$ cat config.mk
export PLATFORM = sky130hd
export DESIGN_NAME = camsync_top
export DESIGN_NICKNAME = d
export VERILOG_FILES = /design/src/verilog/camsync_pkg.sv /design/src/verilog/camsync_regs.sv /design/src/verilog/trig_input_filter.sv /design/src/verilog/trig_period_gen.sv /design/src/verilog/trig_delay_fire.sv /design/src/verilog/sync_out_drv.sv /design/src/verilog/camsync_top.sv
export VERILOG_INCLUDE_DIRS = /design/src /design/src/verilog
export SDC_FILE = /design/constraint.sdc
export NUM_CORES = 1
export LEC_CHECK = 0
export BUFFER_PORTS_ARGS = -buffer_cell sky130_fd_sc_hd__buf_2
export CORE_ASPECT_RATIO = 1.5
export CORE_MARGIN = 2
export CORE_UTILIZATION = 48
export DETAILED_ROUTE_END_ITERATION = 6
export PLACE_DENSITY = 0.73
export SKIP_LAST_GASP = 1
export SYNTH_ARGS = -nofsm -noshare
export SYNTH_HDL_FRONTEND = slang
export SYNTH_SLANG_ARGS = --single-unit
$ cat constraint.sdc
create_clock -name pclk -period 2.5 [get_ports pclk]
set_input_delay 0.5 -clock pclk [delete_from_list [all_inputs] [get_ports pclk]]
set_output_delay 0.5 -clock pclk [all_outputs]
set_load 0.005 [all_outputs]
$ cat src/verilog/camsync_config.svh
// ########################################
// widths of the gpio, count and bit length fields
// register addresses of the camsync block
// reset and threshold values for period writes
// ########################################
`ifndef CAMSYNC_CONFIG_SVH
`define CAMSYNC_CONFIG_SVH

// field widths
`define CS_GPIO_W       12      // gpio lines on the connector
`define CS_CNT_W        32      // delay and period counters
`define CS_BITLEN_W     8       // output unit length minus one

// register map
`define CS_ADDR_INPUT   2'd0    // trigger source pairs
`define CS_ADDR_DELAY   2'd1    // trigger delay in pclk cycles
`define CS_ADDR_OUTPUT  2'd2    // output line pairs
`define CS_ADDR_PERIOD  2'd3    // start and period control

// longest pulse unit until software writes a bit length
`define CS_BITLEN_RESET 8'd255

// period values from here up restart on their own
`define CS_REP_MIN      32'd256

`endif

$ cat src/verilog/camsync_pkg.sv
// ########################################
// shared types of the camsync block
// vector typedefs, config structs, fsm enums
// ########################################
`include "camsync_config.svh"

package camsync_pkg;

    typedef logic [`CS_GPIO_W-1:0]   gpio_vec_t;  // one bit per gpio line
    typedef logic [`CS_CNT_W-1:0]    count_t;     // delay or period in pclk cycles
    typedef logic [`CS_BITLEN_W-1:0] bitlen_t;    // pulse unit minus one

    // one register write, valid when en is high
    typedef struct packed {
        logic       en;
        logic [1:0] addr;
        count_t     data;
    } reg_wr_t;

    // trigger input side
    typedef struct packed {
        gpio_vec_t input_use;      // lines taking part in the match
        gpio_vec_t input_pattern;  // level expected on each used line
        logic      intern_mode;    // no line used, fire from the period generator
        count_t    input_dly;      // delay to the trigger
    } trig_cfg_t;

    // sync output side
    typedef struct packed {
        gpio_vec_t gpio_en;        // lines driven by the block
        gpio_vec_t gpio_active;    // levels while the pulse is on
        bitlen_t   bit_length;     // unit length minus one, also sets the filter
    } out_cfg_t;

    // start generator control
    typedef struct packed {
        count_t repeat_period;     // N for repetitive starts
        logic   rep_en;            // restart every N cycles
        logic   start_en;          // generator and output allowed to run
        logic   start;             // one cycle, kick off a start
    } period_cfg_t;

    typedef enum logic [1:0] {IDLE, FIRE, COUNT} pgen_state_e;
    typedef enum logic {OFF, ON} out_state_e;

endpackage

$ cat src/verilog/camsync_regs.sv
// ########################################
// camsync register block
// address decode, pair splitting
// period write classification
// ########################################
`timescale 1ns/1ps
`include "camsync_config.svh"

module camsync_regs (
    input  logic                     pclk,
    input  logic                     trigrst,
    input  camsync_pkg::reg_wr_t     wr,
    output camsync_pkg::trig_cfg_t   trig_cfg,
    output camsync_pkg::out_cfg_t    out_cfg,
    output camsync_pkg::period_cfg_t period_cfg
);

    logic                   wr_input;   // per address write strobes
    logic                   wr_delay;
    logic                   wr_output;
    logic                   wr_period;
    logic                   is_stop;    // period write of 0
    logic                   is_single;  // period write of 1
    logic                   is_bitlen;  // 2..255, only the unit length
    logic                   is_rep;     // N and above
    camsync_pkg::gpio_vec_t use_w;      // odd bits of the input write

    // odd data bits carry enable/use, even bits the level
    function automatic camsync_pkg::gpio_vec_t pick_pairs(input camsync_pkg::count_t d,
                                                          input logic odd);
        camsync_pkg::gpio_vec_t v;
        for (int i = 0; i < `CS_GPIO_W; i++) begin
            v[i] = d[2*i + odd];
        end
        return v;
    endfunction

    assign wr_input  = wr.en && (wr.addr == `CS_ADDR_INPUT);
    assign wr_delay  = wr.en && (wr.addr == `CS_ADDR_DELAY);
    assign wr_output = wr.en && (wr.addr == `CS_ADDR_OUTPUT);
    assign wr_period = wr.en && (wr.addr == `CS_ADDR_PERIOD);

    assign is_stop   = (wr.data == '0);
    assign is_single = (wr.data == 32'd1);
    assign is_rep    = (wr.data >= `CS_REP_MIN);
    assign is_bitlen = !is_stop && !is_single && !is_rep;

    assign use_w = pick_pairs(wr.data, 1'b1);

    always_ff @(posedge pclk) begin
        if (trigrst) begin
            trig_cfg   <= '0;
            trig_cfg.intern_mode <= 1'b1;     // empty use mask
            out_cfg    <= '0;
            out_cfg.bit_length   <= `CS_BITLEN_RESET;
            period_cfg <= '0;
        end else begin
            period_cfg.start <= wr_period && (is_single || is_rep);  // single cycle
            if (wr_input) begin
                trig_cfg.input_use     <= use_w;
                trig_cfg.input_pattern <= pick_pairs(wr.data, 1'b0);
                trig_cfg.intern_mode   <= (use_w == '0);
            end
            if (wr_delay)
                trig_cfg.input_dly <= wr.data;
            if (wr_output) begin
                out_cfg.gpio_en     <= pick_pairs(wr.data, 1'b1);
                out_cfg.gpio_active <= pick_pairs(wr.data, 1'b0);
            end
            if (wr_period) begin
                if (is_bitlen) begin
                    out_cfg.bit_length <= wr.data[`CS_BITLEN_W-1:0];  // nothing starts
                end else begin
                    period_cfg.repeat_period <= wr.data;
                    period_cfg.rep_en        <= is_rep;
                    period_cfg.start_en      <= !is_stop;   // 0 stops everything
                end
            end
        end
    end

endmodule

$ cat src/verilog/trig_input_filter.sv
// ########################################
// external trigger detection
// pattern match, de-glitch counter
// rising edge of the filtered level
// ########################################
`timescale 1ns/1ps
`include "camsync_config.svh"

module trig_input_filter (
    input  logic                   pclk,
    input  logic                   trigrst,
    input  logic                   triggered_mode,
    input  camsync_pkg::trig_cfg_t trig_cfg,
    input  camsync_pkg::bitlen_t   bit_length,
    input  camsync_pkg::gpio_vec_t gpio_in,
    output logic                   ext_edge
);

    logic                     match_q;    // all used lines at their pattern level
    logic                     match_d;    // previous match, for change detect
    logic [`CS_BITLEN_W-2:0]  flt_cnt;    // msb set once the match held long enough
    logic                     filt_q;     // accepted level
    logic                     filt_d;
    logic                     force_low;

    // internal source or free running sensor ignore the lines
    assign force_low = trig_cfg.intern_mode || !triggered_mode;

    always_ff @(posedge pclk) begin
        if (trigrst) begin
            match_q <= 1'b0;
            match_d <= 1'b0;
            flt_cnt <= '0;
            filt_q  <= 1'b0;
            filt_d  <= 1'b0;
        end else begin
            match_q <= (((gpio_in ^ trig_cfg.input_pattern) & trig_cfg.input_use) == '0);
            match_d <= match_q;

            // restart on every change, count (bit_length >> 2) + 1 stable cycles
            if (!triggered_mode || (match_q != match_d))
                flt_cnt <= {1'b0, bit_length[`CS_BITLEN_W-1:2]};
            else if (!flt_cnt[`CS_BITLEN_W-2])
                flt_cnt <= flt_cnt - 1'b1;

            if (force_low)
                filt_q <= 1'b0;
            else if (flt_cnt[`CS_BITLEN_W-2])
                filt_q <= match_d;            // level held long enough
            filt_d <= filt_q;
        end
    end

    assign ext_edge = filt_q && !filt_d;   // one cycle per accepted match

endmodule

$ cat src/verilog/trig_period_gen.sv
// ########################################
// start pulse generator
// single shot or repetitive starts
// restart period exactly N cycles
// ########################################
`timescale 1ns/1ps

module trig_period_gen (
    input  logic                     pclk,
    input  logic                     trigrst,
    input  camsync_pkg::period_cfg_t period_cfg,
    output logic                     start_pulse
);

    camsync_pkg::pgen_state_e state;
    camsync_pkg::pgen_state_e state_nxt;
    camsync_pkg::count_t      rest_cnt;   // COUNT cycles left before the next FIRE

    always_comb begin
        state_nxt = state;
        case (state)
            camsync_pkg::IDLE: begin
                if (period_cfg.start)
                    state_nxt = camsync_pkg::FIRE;
            end
            camsync_pkg::FIRE: begin
                if (period_cfg.start)
                    state_nxt = camsync_pkg::FIRE;            // fresh start right away
                else if (period_cfg.rep_en && period_cfg.start_en)
                    state_nxt = camsync_pkg::COUNT;
                else
                    state_nxt = camsync_pkg::IDLE;            // single shot done
            end
            camsync_pkg::COUNT: begin
                if (!period_cfg.start_en)
                    state_nxt = camsync_pkg::IDLE;            // stopped by a write of 0
                else if (period_cfg.start || (rest_cnt == '0))
                    state_nxt = camsync_pkg::FIRE;
            end
            default: state_nxt = camsync_pkg::IDLE;
        endcase
    end

    always_ff @(posedge pclk) begin
        if (trigrst) begin
            state    <= camsync_pkg::IDLE;
            rest_cnt <= '0;
        end else begin
            state <= state_nxt;
            // FIRE plus N-1 COUNT cycles gives N between pulses
            if ((state_nxt == camsync_pkg::COUNT) && (state != camsync_pkg::COUNT))
                rest_cnt <= period_cfg.repeat_period - 2;
            else if (state == camsync_pkg::COUNT)
                rest_cnt <= rest_cnt - 1'b1;
        end
    end

    assign start_pulse = (state == camsync_pkg::FIRE);   // one cycle per start

endmodule

$ cat src/verilog/trig_delay_fire.sv
// ########################################
// trigger delay and sensor trigger
// delay counter, trigger1 select
// toggling trigger and overdue flag
// ########################################
`timescale 1ns/1ps

module trig_delay_fire (
    input  logic                   pclk,
    input  logic                   trigrst,
    input  logic                   frame_start,
    input  logic                   triggered_mode,
    input  camsync_pkg::trig_cfg_t trig_cfg,
    input  logic                   start_pulse,
    input  logic                   ext_edge,
    output logic                   delay_done,
    output logic                   trigger1,
    output logic                   trigger,
    output logic                   overdue
);

    logic                dly_run;    // delay counter busy
    logic                dly_src;    // event that loads the counter
    camsync_pkg::count_t dly_cnt;
    camsync_pkg::count_t dly_load;

    assign dly_src  = trig_cfg.intern_mode ? start_pulse : (triggered_mode && ext_edge);
    assign dly_load = (trig_cfg.input_dly == '0) ? 32'd1 : trig_cfg.input_dly;  // 0 acts as 1

    always_ff @(posedge pclk) begin
        if (trigrst) begin
            dly_run    <= 1'b0;
            dly_cnt    <= '0;
            delay_done <= 1'b0;
        end else begin
            delay_done <= 1'b0;
            if (!dly_run) begin
                if (dly_src) begin                 // later edges wait for the count to end
                    dly_run <= 1'b1;
                    dly_cnt <= dly_load;
                end
            end else if (dly_cnt == 32'd1) begin
                dly_run    <= 1'b0;
                delay_done <= 1'b1;                // D+1 cycles after the source
            end else begin
                dly_cnt <= dly_cnt - 1'b1;
            end
        end
    end

    always_ff @(posedge pclk) begin
        if (trigrst) begin
            trigger1 <= 1'b0;
        end else begin
            // internal mode skips the delay, it moves to the output instead
            trigger1 <= trig_cfg.intern_mode ? start_pulse : delay_done;
        end
    end

    // toggle so a missed frame start can not lock the sensor up
    always_ff @(posedge pclk) begin
        if (trigrst || frame_start) begin
            trigger <= 1'b0;
            overdue <= 1'b0;
        end else begin
            trigger <= trigger ^ trigger1;
            if (trigger1)
                overdue <= trigger;                // still high means no frame started
        end
    end

endmodule

$ cat src/verilog/sync_out_drv.sv
// ########################################
// gpio sync output
// pulse of four units, OFF/ON fsm
// active or inverse line levels
// ########################################
`timescale 1ns/1ps

module sync_out_drv (
    input  logic                   pclk,
    input  logic                   trigrst,
    input  camsync_pkg::out_cfg_t  out_cfg,
    input  logic                   intern_mode,
    input  logic                   start_en,
    input  logic                   start_pulse,
    input  logic                   delay_done,
    output camsync_pkg::gpio_vec_t gpio_out,
    output camsync_pkg::gpio_vec_t gpio_out_en
);

    camsync_pkg::out_state_e state;
    camsync_pkg::bitlen_t    bit_cnt;    // cycles left in the current unit
    logic [1:0]              unit_cnt;   // units left after the current one
    logic                    go;

    // internal mode delays the output, external mode the trigger
    assign go = intern_mode ? delay_done : start_pulse;

    always_ff @(posedge pclk) begin
        if (trigrst) begin
            state    <= camsync_pkg::OFF;
            bit_cnt  <= '0;
            unit_cnt <= '0;
        end else begin
            case (state)
                camsync_pkg::OFF: begin
                    bit_cnt  <= out_cfg.bit_length;
                    unit_cnt <= 2'd3;
                    if (go && start_en)
                        state <= camsync_pkg::ON;
                end
                camsync_pkg::ON: begin
                    if (!start_en) begin
                        state <= camsync_pkg::OFF;      // stop write cuts the pulse
                    end else if (bit_cnt == '0) begin
                        bit_cnt <= out_cfg.bit_length;
                        if (unit_cnt == 2'd0)
                            state <= camsync_pkg::OFF;  // 4 x (bit_length + 1) done
                        else
                            unit_cnt <= unit_cnt - 1'b1;
                    end else begin
                        bit_cnt <= bit_cnt - 1'b1;
                    end
                end
                default: state <= camsync_pkg::OFF;
            endcase
        end
    end

    assign gpio_out    = (state == camsync_pkg::ON) ? out_cfg.gpio_active : ~out_cfg.gpio_active;
    assign gpio_out_en = out_cfg.gpio_en;

endmodule

$ cat src/verilog/camsync_top.sv
// ########################################
// camsync top level
// register block, input filter, period
// generator, delay and output driver
// ########################################
`timescale 1ns/1ps

module camsync_top (
    input  logic                   pclk,
    input  logic                   trigrst,
    input  camsync_pkg::reg_wr_t   wr,
    input  logic                   triggered_mode,   // 0 means free running sensor
    input  logic                   frame_start,
    input  camsync_pkg::gpio_vec_t gpio_in,
    output camsync_pkg::gpio_vec_t gpio_out,
    output camsync_pkg::gpio_vec_t gpio_out_en,
    output logic                   trigger1,
    output logic                   trigger,
    output logic                   overdue
);

    camsync_pkg::trig_cfg_t   trig_cfg;
    camsync_pkg::out_cfg_t    out_cfg;
    camsync_pkg::period_cfg_t period_cfg;
    logic                     start_pulse;
    logic                     ext_edge;
    logic                     delay_done;

    camsync_regs u_regs (
        .pclk       (pclk),
        .trigrst    (trigrst),
        .wr         (wr),
        .trig_cfg   (trig_cfg),
        .out_cfg    (out_cfg),
        .period_cfg (period_cfg)
    );

    trig_input_filter u_filter (
        .pclk           (pclk),
        .trigrst        (trigrst),
        .triggered_mode (triggered_mode),
        .trig_cfg       (trig_cfg),
        .bit_length     (out_cfg.bit_length),
        .gpio_in        (gpio_in),
        .ext_edge       (ext_edge)
    );

    trig_period_gen u_pgen (
        .pclk        (pclk),
        .trigrst     (trigrst),
        .period_cfg  (period_cfg),
        .start_pulse (start_pulse)
    );

    trig_delay_fire u_fire (
        .pclk           (pclk),
        .trigrst        (trigrst),
        .frame_start    (frame_start),
        .triggered_mode (triggered_mode),
        .trig_cfg       (trig_cfg),
        .start_pulse    (start_pulse),
        .ext_edge       (ext_edge),
        .delay_done     (delay_done),
        .trigger1       (trigger1),
        .trigger        (trigger),
        .overdue        (overdue)
    );

    sync_out_drv u_out (
        .pclk        (pclk),
        .trigrst     (trigrst),
        .out_cfg     (out_cfg),
        .intern_mode (trig_cfg.intern_mode),
        .start_en    (period_cfg.start_en),
        .start_pulse (start_pulse),
        .delay_done  (delay_done),
        .gpio_out    (gpio_out),
        .gpio_out_en (gpio_out_en)
    );

endmodule

==> results.py <==
metrics = {
    "global_routing": {
        "grt_pass1_wl_mm": 49.2,
        "grt_pass1_vias": 9356,
        "grt_usage_pct": 25.8,
        "antenna_found_initial": 0,
        "grt_max_degree": 81,
        "gr-total-overflow": 0,
    },
    "clocking": {
        "clock-sinks": 217,
        "cts_max_level": 1,
        "root_buffer": "clkbuf_16",
        "clk_pin_slew_ps": 60,
        "numCtsBuffers": 22,
        "cts_tree": "yes",
        "cts_hold_buf": 0,
        "worstSkewPairLatency_ps": 530,
        "clockBufferDepth": 3,
    },
    "route": {
        "vias": 9898,
        "routed_wl_mm": 30.7,
        "route.detailed.drc": 0,
        "ant_nets": 0,
        "wl_per_cell_um": 18.4,
        "viasPerCell": 5.94,
        "drtIter0Drc": 865,
        "first_pass_iters": 5,
    },
    "layout": {
        "final_common_cell": "nand2_1",
        "fillers": 1987,
        "antenna_cells": 0,
        "drive_gt1_share_pct": 13.9,
        "nNetsFinal": 1439,
        "final_cell_mix": "nand2_1 (223), dfxtp_1 (217), a21oi_1 (158)",
        "area_delta_synth_final_pct": 14.7,
        "fin_util_pct": 56.1,
    },
    "sta": {
        "finalCritPeriodShare_pct": 93.9,
        "finalHoldViolations": 0,
        "hold_ws_ps": 143,
        "rsz0062_at_grt": "false",
        "tightest_slew_ps": 655,
        "finalCriticalPeriod_ps": 2350,
        "slew_headroom_pct": 55.7,
        "max_freq_mhz": 426,
        "setup_violations": 0,
        "final.setup_skew_ps": 17.0,
        "report.final.slew_viol_count": 0,
    },
    "synthesis": {
        "ys_seq_area_share_pct": 40.9,
        "synth_area_sq_um": 10600,
        "ys_seq_elements": 217,
        "synth_edf_count": 0,
        "synth-async-reset-ratio_pct": 0,
        "yosysUniqueCellTypes": 70,
        "avgSynthCellArea_sq_um": 8.04,
        "synth_cells": 1321,
        "synth_nets": 1380,
        "yosys_warnings": 0,
        "synthFlopType": "dfxtp_1",
    },
    "min_path": {
        "hold_path.class": "in -> reg",
        "hp-start": "frame_start",
    },
    "floorplan": {
        "core_region_area_sq_um": 21700,
        "rows": 66,
        "die_x_um": 125,
        "start_util_pct": 48.9,
        "io_pins": 78,
        "dieHeight_um": 186,
        "dieArea_sq_um": 23300,
    },
    "critical_path": {
        "worstPathRequired_ps": 2000,
        "rrSetupSlack_ps": 160,
        "worstSetupEndpoint": "gpio_out[9]",
        "path_max_fanout": 20,
        "r2r-end": "u_pgen.rest_cnt[26]$_SDFFE_PP0P_",
        "cp-start-kind": "register",
        "crit_type": "reg -> out",
        "cp-end-kind": "primary output",
        "arrival_ps": 1850,
        "timing.rr.start": "u_pgen.rest_cnt[14]$_SDFFE_PP0P_",
        "ff2ff_path_depth": 5,
        "startpoint": "u_out.state$_SDFF_PP0_",
    },
    "power_and_ir_drop": {
        "p_clk_share_pct": 42.1,
        "cellPowerDensity_nw_per_um2": 642,
        "power_w": 0.00782,
        "power.switching_w": 0.00209,
        "seqPwrFrac_pct": 46.5,
        "power.internal_w": 0.00573,
        "power.share.switching_pct": 26.7,
        "leakagePower_nw": 4.76,
        "ir_drop_mv": 0.604,
        "p_comb_share_pct": 11.4,
    },
    "placed_design": {
        "detailed_place_hpwl_mm": 21.7,
        "portBuffers": 77,
        "gp_congestion": 0.923,
    },
    "job": {
        "maxCapViolCount": 0,
    },
    "outcome": {
        "run_status": "complete, no violations",
    },
}
==> kinds of logic after synthesis <==
kind of cell	share of synthesized area, %
compound gates	17.6
xor+xnor	5.86
fa+ha+maj	0.943
buf+inv	4.91
flops	40.9
mux	4.86
simple gates	24.9
==> power by group through the flow <==
stage,clock [W],sequential [W],combinational (W)
floorplan,0,0.00369,0.000566
global placement,0,0.00371,0.000863
detailed placement,0,0.00371,0.000874
CTS,0.00335,0.00364,0.000882
global route,0.00347,0.00365,0.000969
finish,0.00329,0.00364,0.000890
==> layout make-up <==
cell class | count | area (sq um) | share of cell area (%)
clock inverter | 10 | 116 | 0.955
sequential | 217 | 4340 | 35.7
multi-input combinational | 984 | 5800 | 47.6
timing repair buffer | 133 | 900 | 7.38
inverter | 22 | 82.6 | 0.678
tap | 272 | 340 | 2.79
clock buffer | 28 | 603 | 4.95
==> state kept, by name, indices dropped and copies added, names as in the netlist, 2 cells and up <==
signal / count
u_out.unit_cnt: 2
u_regs.trig_cfg: 57
u_regs.period_cfg: 35
u_out.bit_cnt: 8
u_regs.out_cfg: 32
u_filter.flt_cnt: 7
u_fire.dly_cnt: 32
u_pgen.state: 2
u_pgen.rest_cnt: 32
==> cells in the mapped netlist (all sizes together) (21+ instances only) <==
library cell / number / area, sq um
nor2: 98 / 368
nand2: 223 / 837
buf: 26 / 169
o21ai: 45 / 225
nor3: 45 / 230
nor4: 48 / 313
clkbuf: 72 / 270
xor2: 33 / 289
nand3: 22 / 110
a21oi: 158 / 791
dfxtp: 217 / 4340
mux2i: 47 / 470
inv: 21 / 78.8
xnor2: 38 / 333
==> worst min path at each step <==
| stage | end | slack, ps | depth (start not counted) |
|---|---|---|---|
| finish | u_fire.trigger$_SDFF_PP0_ | 140 | 2 |
| global placement | u_regs.trig_cfg[50]$_SDFFE_PP0P_ | 440 | 2 |
| CTS | u_fire.trigger$_SDFF_PP0_ | 130 | 2 |
| detailed placement | u_regs.out_cfg[25]$_SDFFE_PP0P_ | 450 | 2 |
| global route | u_fire.overdue$_SDFFE_PP0P_ | 140 | 2 |
| floorplan | u_regs.trig_cfg[56]$_SDFFE_PP0P_ | 440 | 2 |
==> metrics by stage <==
stage / setup TNS [ps] / worst slack (ps) / cell area, sq um / cells
floorplan: 0 / 149 / 10600 / 1321
global placement: -3100 / -119 / 11400 / 1628
detailed placement: -5420 / -187 / 11400 / 1628
CTS: 0 / 139 / 12200 / 1666
global route: 0 / 29.6 / 12200 / 1666
finish: 0 / 152 / 12200 / 1666
==> worst max-delay path, stage by stage (launching register included) <==
cell and delay (ps):
dfxtp_1 720, buf_12 250, xnor2_1 180, buf_2 160
==> per-layer routing <==
| layer | GRT usage, % | wire, um |
|---|---|---|
| met2 | 46.1 | 15400 |
| met3 | 2.77 | 1380 |
| met4 | 14.2 | 1730 |
| met1 | 30.2 | 12200 |
| met5 | 0 | 0 |
==> what timing repair did <==
action                                  in CTS  in global routing
buffers inserted                             0                  0
endpoints found under the setup margin       0                  2
resized for setup                            0                  2
No activity file was read; power rests on OpenSTA's default activity.
